`config.mk`:
```
export PLATFORM = sky130hd
export DESIGN_NAME = fpu
export DESIGN_NICKNAME = d
export VERILOG_FILES = /design/src/hdl/fpu_pkg.sv /design/src/hdl/fpu_op_if.sv /design/src/hdl/fpu.sv /design/src/hdl/fpu_addsub.sv /design/src/hdl/fpu_ctrl.sv /design/src/hdl/fpu_mul.sv /design/src/hdl/fpu_regs.sv
export SDC_FILE = /design/constraint.sdc
export NUM_CORES = 1
export LEC_CHECK = 0
export BUFFER_PORTS_ARGS = -buffer_cell sky130_fd_sc_hd__buf_2
export CAP_MARGIN = 0
export CORE_MARGIN = 2
export CORE_UTILIZATION = 36
export CTS_BUF_LIST = sky130_fd_sc_hd__clkbuf_8 sky130_fd_sc_hd__clkbuf_16
export CTS_CLUSTER_DIAMETER = 100
export CTS_CLUSTER_SIZE = 12
export DETAILED_ROUTE_END_ITERATION = 6
export GPL_TIMING_DRIVEN = 0
export PLACE_DENSITY_LB_ADDON = 0.12
export REMOVE_ABC_BUFFERS = 1
export SETUP_SLACK_MARGIN = 0.3
export SLEW_MARGIN = 20
export SYNTH_ARGS = -nofsm -noshare
export SYNTH_HDL_FRONTEND = slang
export SYNTH_SLANG_ARGS = --single-unit
```
`constraint.sdc`:
```
create_clock -name clk -period 24.6 [get_ports clk]
set_clock_uncertainty 0.05 [all_clocks]
set_input_delay 4.92 -clock clk [delete_from_list [all_inputs] [get_ports clk]]
set_output_delay 4.92 -clock clk [all_outputs]
set_load 0.05 [all_outputs]
```
`src/hdl/fpu_pkg.sv`:
```
// fpu shared definitions
// single-precision format constants, host register map, opcodes,
// controller states and the dual-view operand word
package fpu_pkg;

  // format
  localparam int exp_bias  = 127; // ieee single bias
  localparam int man_w     = 24;  // mantissa incl hidden one
  localparam int mul_steps = 24;  // one step per multiplier bit

  // host register map, byte addresses
  localparam logic [3:0] addr_a0   = 4'd0; // a bytes 0..3
  localparam logic [3:0] addr_b0   = 4'd4; // b bytes 4..7
  localparam logic [3:0] addr_op   = 4'd8; // opcode, write starts op
  localparam logic [3:0] addr_res0 = 4'd9; // result bytes 9..12

  // opcodes, 3 and up are not run
  typedef enum logic [3:0] {
    op_add = 4'd0,
    op_sub = 4'd1,
    op_mul = 4'd2
  } fpu_op_e;

  // one 32 bit word, seen as fields by the datapath
  // and as bytes by the host bus
  typedef union packed {
    struct packed {
      logic        sign;
      logic [7:0]  exp;  // biased, zero means value zero
      logic [22:0] frac; // hidden one not stored
    } ieee;
    logic [3:0][7:0] bytes; // bytes[0] is the low byte
  } fpu_word_u;

  // sequencer states
  typedef enum logic [2:0] {
    idle_st,         // waiting for an opcode write
    addsub_st,       // combinational add/sub settles here
    mul_start_st,    // one cycle start pulse to multiplier
    mul_run_st,      // waiting for mul_done
    result_valid_st  // cmd_end up until end_ack
  } fpu_state_e;

endpackage

```
`src/hdl/fpu_op_if.sv`:
```
// operand bus inside the fpu
// carries a, b and the opcode out of the register file
// and the two unit results back into it
interface fpu_op_if;
  import fpu_pkg::*;

  fpu_word_u a;          // operand a
  fpu_word_u b;          // operand b
  fpu_op_e   operation;  // last accepted opcode
  fpu_word_u addsub_res; // add/sub unit, combinational
  fpu_word_u mul_res;    // multiplier, registered

  modport regs   (output a, b, operation, input addsub_res, mul_res);
  modport addsub (input a, b, operation, output addsub_res);
  modport mul    (input a, b, output mul_res);
  modport ctrl   (input operation);

endinterface

```
`src/hdl/fpu.sv`:
```
// fpu top level
// single precision add, subtract and multiply behind a byte wide
// cs/rd/wr register bus with busy and cmd_end handshake
module fpu (
  input  logic       clk,
  input  logic       arst,
  input  logic [7:0] databus_in,
  output logic [7:0] databus_out,
  input  logic [3:0] addr,
  input  logic       cs,       // active low
  input  logic       rd,       // active low
  input  logic       wr,       // active low
  input  logic       end_ack,  // host has read the result
  output logic       busy,
  output logic       cmd_end
);

  logic op_written;
  logic mul_start;
  logic mul_done;
  logic load_addsub;
  logic load_mul;

  fpu_op_if op_bus ();

  fpu_regs u_regs (
    .clk, .arst, .databus_in, .databus_out, .addr, .cs, .rd, .wr,
    .busy, .load_addsub, .load_mul, .op_written,
    .ops (op_bus.regs)
  );

  fpu_addsub u_addsub (.ops (op_bus.addsub));

  fpu_mul u_mul (
    .clk, .arst, .mul_start, .mul_done,
    .ops (op_bus.mul)
  );

  fpu_ctrl u_ctrl (
    .clk, .arst, .op_written, .mul_done, .end_ack,
    .ops (op_bus.ctrl),
    .busy, .cmd_end, .mul_start, .load_addsub, .load_mul
  );

endmodule

```
`src/hdl/fpu_addsub.sv`:
```
// fpu add/subtract unit, purely combinational
// aligns the smaller operand, adds or subtracts magnitudes by sign,
// then normalizes with truncation
module fpu_addsub (
  fpu_op_if.addsub ops
);
  import fpu_pkg::*;

  logic             sign_a;
  logic             sign_b;      // after sub inversion
  logic [man_w-1:0] man_a;
  logic [man_w-1:0] man_b;
  logic [7:0]       exp_big;     // result exponent before normalize
  logic [7:0]       exp_diff;
  logic [man_w-1:0] man_big;
  logic [man_w-1:0] man_small;   // already shifted right
  logic             sign_big;
  logic             sign_small;
  logic [man_w:0]   mag;         // magnitude plus carry bit
  logic             res_sign;
  logic [4:0]       lz;          // leading zeros of mag[23:0]
  logic [man_w-1:0] norm_man;
  logic [7:0]       res_exp;
  fpu_word_u        res;

  always_comb begin
    sign_a = ops.a.ieee.sign;
    sign_b = ops.b.ieee.sign ^ (ops.operation == op_sub); // a - b = a + (-b)
    man_a  = (ops.a.ieee.exp == 8'd0) ? '0 : {1'b1, ops.a.ieee.frac};
    man_b  = (ops.b.ieee.exp == 8'd0) ? '0 : {1'b1, ops.b.ieee.frac};

    // smaller exponent side gets shifted, dropped bits are lost
    if (ops.a.ieee.exp >= ops.b.ieee.exp) begin
      exp_big    = ops.a.ieee.exp;
      exp_diff   = ops.a.ieee.exp - ops.b.ieee.exp;
      man_big    = man_a;
      man_small  = man_b >> exp_diff;
      sign_big   = sign_a;
      sign_small = sign_b;
    end else begin
      exp_big    = ops.b.ieee.exp;
      exp_diff   = ops.b.ieee.exp - ops.a.ieee.exp;
      man_big    = man_b;
      man_small  = man_a >> exp_diff;
      sign_big   = sign_b;
      sign_small = sign_a;
    end

    // same signs add, else larger magnitude minus smaller
    if (sign_big == sign_small) begin
      mag      = {1'b0, man_big} + {1'b0, man_small};
      res_sign = sign_big;
    end else if (man_big >= man_small) begin
      mag      = {1'b0, man_big - man_small};
      res_sign = sign_big;
    end else begin
      mag      = {1'b0, man_small - man_big}; // equal exps, b larger
      res_sign = sign_small;
    end

    lz = '0;
    for (int i = 0; i < man_w; i++) begin
      if (mag[i]) lz = 5'(man_w - 1 - i); // highest set bit wins
    end

    if (mag[man_w]) begin
      norm_man = mag[man_w:1]; // carry out, one right shift
      res_exp  = exp_big + 8'd1;
    end else begin
      norm_man = mag[man_w-1:0] << lz;
      res_exp  = exp_big - 8'(lz);
    end

    res.ieee.sign = res_sign;
    res.ieee.exp  = res_exp;
    res.ieee.frac = norm_man[man_w-2:0];
    if (mag == '0) res = '0; // exact cancel or both zero

    ops.addsub_res = res;
  end

endmodule

```
`src/hdl/fpu_ctrl.sv`:
```
// fpu sequencer
// starts the unit picked by the opcode, strobes the result load,
// then holds cmd_end until the host acknowledges
module fpu_ctrl (
  input  logic   clk,
  input  logic   arst,
  input  logic   op_written,
  input  logic   mul_done,
  input  logic   end_ack,
  fpu_op_if.ctrl ops,
  output logic   busy,
  output logic   cmd_end,
  output logic   mul_start,
  output logic   load_addsub,
  output logic   load_mul
);
  import fpu_pkg::*;

  fpu_state_e state;
  fpu_state_e state_nxt;

  always_comb begin
    state_nxt = state;
    case (state)
      idle_st:
        if (op_written) begin
          case (ops.operation)
            op_add, op_sub: state_nxt = addsub_st;
            op_mul:         state_nxt = mul_start_st;
            default:        state_nxt = idle_st;
          endcase
        end
      addsub_st:       state_nxt = result_valid_st; // operands settled
      mul_start_st:    state_nxt = mul_run_st;
      mul_run_st:      if (mul_done) state_nxt = result_valid_st;
      result_valid_st: if (end_ack) state_nxt = idle_st;
      default:         state_nxt = idle_st;
    endcase
  end

  assign mul_start   = (state == mul_start_st);
  assign load_addsub = (state == addsub_st);
  assign load_mul    = (state == mul_run_st) && mul_done;

  always_ff @(posedge clk or posedge arst) begin
    if (arst) begin
      state   <= idle_st;
      busy    <= 1'b0;
      cmd_end <= 1'b0;
    end else begin
      state   <= state_nxt;
      busy    <= (state_nxt != idle_st);        // also high while result waits
      cmd_end <= (state_nxt == result_valid_st);
    end
  end

endmodule

```
`src/hdl/fpu_mul.sv`:
```
// fpu multiplier
// shift-and-add over the 24 bit mantissas, two cycles per step,
// then one cycle to normalize and register the result
module fpu_mul (
  input  logic  clk,
  input  logic  arst,
  input  logic  mul_start,  // one cycle, loads mantissas
  output logic  mul_done,   // one cycle, mul_res valid
  fpu_op_if.mul ops
);
  import fpu_pkg::*;

  logic [man_w-1:0] mcand;      // multiplicand, mantissa of a
  logic [2*man_w:0] prod;       // product high half + carry | multiplier
  logic [4:0]       step_cnt;
  logic             running;
  logic             add_ph;     // 1 = add phase, 0 = shift phase
  logic             norm_pend;
  logic [man_w-1:0] top;        // top 24 bits of the 48 bit product
  logic [9:0]       exp_sum;
  fpu_word_u        res_n;
  fpu_word_u        res_r;

  assign top         = prod[2*man_w-1:man_w];
  assign ops.mul_res = res_r;

  // normalize, exponent a + b - bias, plus one on top bit set
  always_comb begin
    exp_sum = {2'b0, ops.a.ieee.exp} + {2'b0, ops.b.ieee.exp} - 10'(exp_bias)
            + {9'b0, top[man_w-1]};
    res_n.ieee.sign = ops.a.ieee.sign ^ ops.b.ieee.sign;
    res_n.ieee.exp  = exp_sum[7:0];
    res_n.ieee.frac = top[man_w-1] ? top[man_w-2:0] : {top[man_w-3:0], 1'b0};
    if (ops.a.ieee.exp == 8'd0 || ops.b.ieee.exp == 8'd0) res_n = '0;
  end

  // step sequencing
  always_ff @(posedge clk or posedge arst) begin
    if (arst) begin
      running   <= 1'b0;
      add_ph    <= 1'b0;
      step_cnt  <= '0;
      norm_pend <= 1'b0;
      mul_done  <= 1'b0;
    end else begin
      mul_done <= 1'b0;
      if (mul_start) begin
        running   <= 1'b1;
        add_ph    <= 1'b1;
        step_cnt  <= '0;
        norm_pend <= 1'b0;
      end else if (running) begin
        add_ph <= !add_ph;
        if (add_ph) step_cnt <= step_cnt + 5'd1; // counted on the add
        else if (step_cnt == 5'(mul_steps)) begin
          running   <= 1'b0; // last shift done
          norm_pend <= 1'b1;
        end
      end else if (norm_pend) begin
        norm_pend <= 1'b0;
        mul_done  <= 1'b1;
      end
    end
  end

  // datapath
  always_ff @(posedge clk) begin
    if (mul_start) begin
      mcand <= {ops.a.ieee.exp != 8'd0, ops.a.ieee.frac};
      prod  <= {{(man_w+1){1'b0}}, ops.b.ieee.exp != 8'd0, ops.b.ieee.frac};
    end else if (running) begin
      if (add_ph) begin
        if (prod[0]) prod[2*man_w:man_w] <= prod[2*man_w:man_w] + {1'b0, mcand};
      end else begin
        prod <= prod >> 1; // next multiplier bit into prod[0]
      end
    end else if (norm_pend) begin
      res_r <= res_n; // held until the next start
    end
  end

endmodule

```
`src/hdl/fpu_regs.sv`:
```
// fpu host register file
// byte writes into a and b, opcode register with start flag,
// result register and the byte read mux
module fpu_regs (
  input  logic       clk,
  input  logic       arst,
  input  logic [7:0] databus_in,
  output logic [7:0] databus_out,
  input  logic [3:0] addr,
  input  logic       cs,           // active low
  input  logic       rd,           // active low
  input  logic       wr,           // active low
  input  logic       busy,
  input  logic       load_addsub,
  input  logic       load_mul,
  output logic       op_written,   // opcode accepted, waiting for ctrl
  fpu_op_if.regs     ops
);
  import fpu_pkg::*;

  fpu_word_u  a_r;
  fpu_word_u  b_r;
  fpu_word_u  res_r;
  fpu_op_e    op_r;
  logic       wr_en;
  logic       kept_op;
  logic [3:0] a_off;  // addr relative to each block base
  logic [3:0] b_off;
  logic [3:0] r_off;

  assign wr_en   = !cs && !wr && !busy; // no writes while an op runs
  assign kept_op = databus_in[3:0] inside {op_add, op_sub, op_mul};
  assign a_off   = addr - addr_a0;
  assign b_off   = addr - addr_b0;
  assign r_off   = addr - addr_res0;

  assign ops.a         = a_r;
  assign ops.b         = b_r;
  assign ops.operation = op_r;

  always_ff @(posedge clk or posedge arst) begin
    if (arst) begin
      a_r        <= '0;
      b_r        <= '0;
      op_r       <= op_add;
      res_r      <= '0;
      op_written <= 1'b0;
    end else begin
      if (busy) op_written <= 1'b0; // ctrl has taken it
      if (wr_en) begin
        if (a_off < 4'd4) a_r.bytes[a_off[1:0]] <= databus_in;
        else if (b_off < 4'd4) b_r.bytes[b_off[1:0]] <= databus_in;
        else if (addr == addr_op && kept_op) begin
          op_r       <= fpu_op_e'(databus_in[3:0]);
          op_written <= 1'b1;
        end
      end
      // strobes come from ctrl, never both at once
      if (load_addsub) res_r <= ops.addsub_res;
      else if (load_mul) res_r <= ops.mul_res;
    end
  end

  // read mux, zero when not selected
  always_comb begin
    databus_out = '0;
    if (!cs && !rd) begin
      if (a_off < 4'd4) databus_out = a_r.bytes[a_off[1:0]];
      else if (b_off < 4'd4) databus_out = b_r.bytes[b_off[1:0]];
      else if (addr == addr_op) databus_out = {4'b0, op_r};
      else if (r_off < 4'd4) databus_out = res_r.bytes[r_off[1:0]];
    end
  end

endmodule

```
==> reports/metrics.yaml, run 1 <==
yosys:
  ys_ff_latch: 220
  synth_top_area_cell: "dfrtp_1"
  ys_seq_area_share_pct: 28.0
  yosys_warnings: 0
  postSynthAreaPerCell_sq_um: 8.57
  synth-edff-count: 80
  netlist_area_sq_mm: 0.0207
  synth_cell_type_count: 104
  async_flop_share_pct: 52.3
  synthCells: 2411
  synth.top_cell.area_share_pct: 13.9
  yosys_most_used_dff: "dfrtp_1"
  synthTopCellsByArea: "dfrtp_1, edfxtp_1, ha_1"
cts:
  cts_resized: 0
  worstSkewPairLatency_ns: 0.54
  htreeDepth: 1
  cts_setup_buffers: 0
  cts_tree: "yes"
  ctsRootBufferMaster: "clkbuf_16"
  numCtsBuffers: 22
  clockBufferDepth: 3
  clkTransAtPathRegs_ns: 0.06
  cts_sinks: 220
  holdBufCountCts: 0
critical_path:
  crit_path_top_delay_cell: "nand4_1"
  startpoint_type: "flip-flop"
  r2r-start: "u_regs.ops.a[23]$_DFFE_PP0P_"
  startpoint: "u_regs.ops.a[23]$_DFFE_PP0P_"
  crit_type: "reg -> reg"
  cpMostUsedCell: "nor2_1"
  cp.arrival_ns: 13.17
  max_stage_delay_ns: 0.82
  cp_data_required_time_ns: 24.96
  critPathCaptureType: "flip-flop"
  cp_max_fo: 25
sta:
  fmax_mhz: 78.1
  max_slew_margin_pct: 26.7
  setup_viol: 0
  final.period_utilization_pct: 52.1
  finalMaxSlewViolations: 0
  finalHoldViolCount: 0
  fin_crit_ns: 12.81
  rsz0062_at_grt: "no"
  fin_setup_tns_ns: 0
  setup_ws_ns: 11.79
  worst_pin_slew_ns: 1.09
grt:
  grt_pass1_wl_um: 114000
  antenna_found_initial: 1
  grt-ovfl-total: 0
  grt_max_degree: 74
  grtUsageTotal_pct: 24.8
  first_global_vias: 17600
cells_and_area:
  final_cell_mix: "nand2_1, nor2_1, a21oi_1"
  antenna_cells: 0
  syn_to_final_growth_pct: 7.40
  layout.nets: 2498
  drive_gt1_share_pct: 12.0
  layout_commonest_cell: "nand2_1"
drt:
  drcViolationCount: 0
  drt_iter0_drc: 1746
  wl_per_cell_um: 24.5
  drt_wl_total_um: 76000
  vias: 18800
  drt_pass1_iterations: 5
  via_per_inst: 6.05
  detail-route-antenna-nets: 0
place:
  port_buffers: 27
  globalplace.congestion: 0.958
  pre_cts_ws_ns: 11.66
  hpwl_um: 58500
outcome:
  outcome: "complete, no violations"
floorplan:
  start_util_pct: 36.5
  ios: 28
  core-area_sq_mm: 0.0566
  rows: 87
  dieArea_sq_mm: 0.0594
  die_h_um: 244
  die_w_um: 244
hold_path:
  min_path_type: "reg -> reg"
  min-delay-start: "u_regs.res_r[24]$_DFFE_PP0P_"
job:
  cap_violations: 0
==> cells by family after synthesis <==
family                     after synthesis  synth area share, %
DFF                                    220                 28.0
AOI/OAI and AO/OA                      692                 22.9
and+or+nand+nor                        762                 17.2
muxes                                  220                 13.8
xor gates and xnor gates                72                 3.23
adders and majority gates              148                 9.25
buffers and inverters                  297                 5.68
==> routing by layer <==
layer | GRT usage [%] | routed length, um | up-vias
met5 | 0 | 11 | -
met4 | 6.62 | 2260 | 2
met3 | 2.31 | 4740 | 112
met2 | 38.8 | 33800 | 728
met1 | 36.4 | 35100 | 9242
li1 | - | - | 8681
==> area by class of cell <==
type	count	area, sq um
Fill cell	5846	34400
Multi-Input combinational cell	1894	13900
Sequential cell	220	5780
Tap cell	756	946
Clock buffer	24	589
Inverter	150	571
Timing Repair Buffer	44	360
Clock inverter	16	65.1
==> worst paths after layout <==
path,endpoint,slack [ns],depth (start not counted)
setup / recovery,u_regs.res_r[30]$_DFFE_PP0P_,11.79,42
hold / removal,u_regs.res_r[24]$_DFFE_PP0P_,0.44,2
setup reg to reg,u_regs.res_r[30]$_DFFE_PP0P_,11.79,42
hold reg to reg,u_regs.res_r[24]$_DFFE_PP0P_,0.44,2
max in group asynchronous,u_regs.ops.b[26]$_DFFE_PP0P_,19.41,3
min in group asynchronous,u_mul.step_cnt[0]$_DFFE_PP0P_,4.38,2
==> cell usage after synthesis (all sizes together) (56+ instances only) <==
cell type,number
clkbuf,111
nand2,238
xnor2,58
dfrtp,115
mux2,80
a211oi,56
mux2i,96
a21oi,193
ha,140
o21ai,121
nor3,65
nor2,234
inv,150
edfxtp,80
==> per-stage QoR <==
step                      hold slack (ns)  util (%)  instance area [sq um]  cells
final                               0.436      39.2                  22200   3104
after floorplan                     0.395         -                  20100   2264
after global routing                0.482      39.2                  22200   3104
after detailed placement            0.417      38.0                  21500   3064
after global placement              0.414      37.4                  21100   3047
after CTS                           0.437      39.2                  22200   3104
==> worst max-delay path: cells and delay by family (launching register included) <==
family | cells | cell delay [ns]
buf+inv | 3 | 0.32
compound gates | 16 | 4.27
xor+xnor | 3 | 0.52
simple gates | 16 | 5.48
fa+ha+maj | 4 | 1.56
flops | 1 | 0.49
==> flip-flops by register name (all words and copies together), names as in the netlist, 3 cells and up <==
name	cells
u_mul.step_cnt	5
u_regs.ops.b	32
u_ctrl.state	3
u_mul.mcand	24
u_regs.res_r	32
u_regs.ops.operation	4
u_regs.ops.a	32
u_mul.ops.mul_res	32
u_mul.prod	49
Power of run 1 is left out: the tool's default activity adds up to more than one toggle a clock period on the data nets, which glitch-free logic cannot reach.
==> inputs of run 2 (changes only) <==
Settings changed: ABC_AREA set to 1.
Clock period 24.6 ns to 11.3 ns, I/O delays scaled along.
==> reports/metrics.yaml, run 2 <==
yosys:
  postSynthAreaPerCell_sq_um: 6.70
  netlist_area_sq_mm: 0.0205
  synth.top_cell.area_share_pct: 14.0
  synth.most_common_cell: "nand2_1"
  yosys_warnings: 0
  synth_top_area_cell: "dfrtp_1"
  synth_cell_type_count: 70
  synth_common_cells: "nand2_1, inv_1, o21ai_0, a21oi_1, nor2_1"
  async_flop_share_pct: 52.3
  ys_seq_area_share_pct: 28.2
  synth-edff-count: 80
  yosys_most_used_dff: "dfrtp_1"
  synthTopCellsByArea: "dfrtp_1, nand2_1, edfxtp_1"
  synthCells: 3061
  ys_ff_latch: 220
cells_and_area:
  layout.nets: 3172
  final_cell_mix: "nand2_1, inv_1, o21ai_0"
  final_area_sq_mm: 0.0223
  antenna_cells: 0
  layout_commonest_cell: "nand2_1"
  top_register: "u_mul.prod"
  largest_reg_flops: 49
  final_core_util_pct: 39.5
  drive_gt1_share_pct: 7.28
  syn_to_final_growth_pct: 8.63
job:
  cap_violations: 0
cts:
  ctsRootBufferMaster: "clkbuf_16"
  numCtsBuffers: 22
  worstSkewPairLatency_ns: 0.54
  cts_sinks: 220
  clkTransAtPathRegs_ns: 0.07
  holdBufCountCts: 0
  htreeDepth: 1
  clockBufferDepth: 3
  cts_tree: "yes"
critical_path:
  cp_data_required_time_ns: 11.71
  max_stage_delay_ns: 0.63
  crit_type: "reg -> reg"
  crit_path_top_delay_cell: "o22ai_1"
  cp_max_fo: 49
  cp.arrival_ns: 10.72
  startpoint_type: "flip-flop"
  critPathCaptureType: "flip-flop"
  cpMostUsedCell: "nand2_1"
grt:
  grt_pass1_wl_um: 117000
  grtUsageTotal_pct: 25.6
  grt-ovfl-total: 0
  grt_max_degree: 76
  first_global_vias: 19200
  antenna_found_initial: 0
sta:
  fin_crit_ns: 10.30
  max_slew_margin_pct: 28.3
  setup_viol: 0
  final.period_utilization_pct: 91.2
  rsz0062_at_grt: "no"
  worst_pin_slew_ns: 1.07
  finalMaxSlewViolations: 0
  finalHoldViolCount: 0
  fmax_mhz: 97.1
floorplan:
  ios: 28
  core-area_sq_mm: 0.0564
  die_h_um: 243
  die_w_um: 243
  dieArea_sq_mm: 0.0589
  rows: 87
  start_util_pct: 36.4
drt:
  detail-route-antenna-nets: 0
  via_per_inst: 5.46
  drt_pass1_iterations: 6
  vias: 20600
  wl_per_cell_um: 20.5
  drcViolationCount: 0
  drt_wl_total_um: 77500
  drt_iter0_drc: 2054
place:
  post_dp_cell_area_sq_mm: 0.0212
  globalplace.congestion: 0.928
  hpwl_um: 59400
  port_buffers: 27
hold_path:
  min_path_type: "reg -> reg"
outcome:
  outcome: "complete, no violations"
[run 2: repair_timing]
item,in CTS,in global routing
pin swaps,1,4
hold endpoints to repair,0,0
resized for setup,15,42
endpoints found under the setup margin,32,7
gates cloned,3,3
buffers inserted,4,17
[run 2: stage by stage]
stage | TNS [ns] | worst slack (ns) | std cells | hold slack [ns]
2_1_floorplan | 0 | 2.11 | 2920 | 0.397
3_3_place_gp | -23.53 | -1.79 | 3703 | 0.416
3_5_place_dp | -14.73 | -1.57 | 3711 | 0.424
4_1_cts | 0 | 0.328 | 3758 | 0.440
5_1_grt | 0 | 0.272 | 3778 | 0.457
6_report | 0 | 0.997 | 3778 | 0.438
[run 2: per-layer routing]
metal	part of all wire, %	global-route usage (%)	wire, um
met5	0	0	0
met4	2.8	6.21	2180
met3	5.3	1.93	4080
met2	46	42.0	35300
met1	46	36.4	35900
[run 2: cell type report]
class | count | area [sq um]
fill | 6105 | 34100
multi-input combinational | 2315 | 12900
sequential | 220 | 5780
inverter | 390 | 1500
tap | 756 | 946
clock buffer | 22 | 551
timing repair buffer | 56 | 478
clock inverter | 18 | 85.1
timing repair inverter | 1 | 5.00
[run 2: critical path: cells and delay by family (launching register included)]
family                   cells  cell delay (ns)
AND/OR/NAND/NOR             19             3.16
AO/OA/AOI/OAI               10             2.40
adder cells (fa/ha/maj)      4             1.65
buffers and inverters        7             1.58
XOR/XNOR                     3             0.84
flip-flops                   1             0.45
[run 2: final timing paths]
kind | start | endpoint | slack [ns] | depth (start not counted)
hold / removal | u_regs.ops.b[22]$_DFFE_PP0P_ | u_regs.ops.b[22]$_DFFE_PP0P_ | 0.44 | 2
setup reg to reg | u_regs.ops.a[23]$_DFFE_PP0P_ | u_regs.res_r[30]$_DFFE_PP0P_ | 1.0 | 43
hold reg to reg | u_regs.ops.b[22]$_DFFE_PP0P_ | u_regs.ops.b[22]$_DFFE_PP0P_ | 0.44 | 2
setup / recovery | u_regs.ops.a[23]$_DFFE_PP0P_ | u_regs.res_r[30]$_DFFE_PP0P_ | 1.0 | 43
max in group asynchronous | arst | u_regs.res_r[5]$_DFFE_PP0P_ | 8.76 | 3
min in group asynchronous | arst | u_regs.ops.b[0]$_DFFE_PP0P_ | 1.69 | 2
[run 2: cells by family after synthesis]
group / count (synthesis) / share of synthesized area, %
simple gates: 1218 / 24.7
compound gates: 854 / 23.3
buf+inv: 531 / 10.3
flops: 220 / 28.2
fa+ha+maj: 148 / 9.32
xor+xnor: 82 / 3.78
mux: 8 / 0.390
Power of run 2 is left out for the same reason.
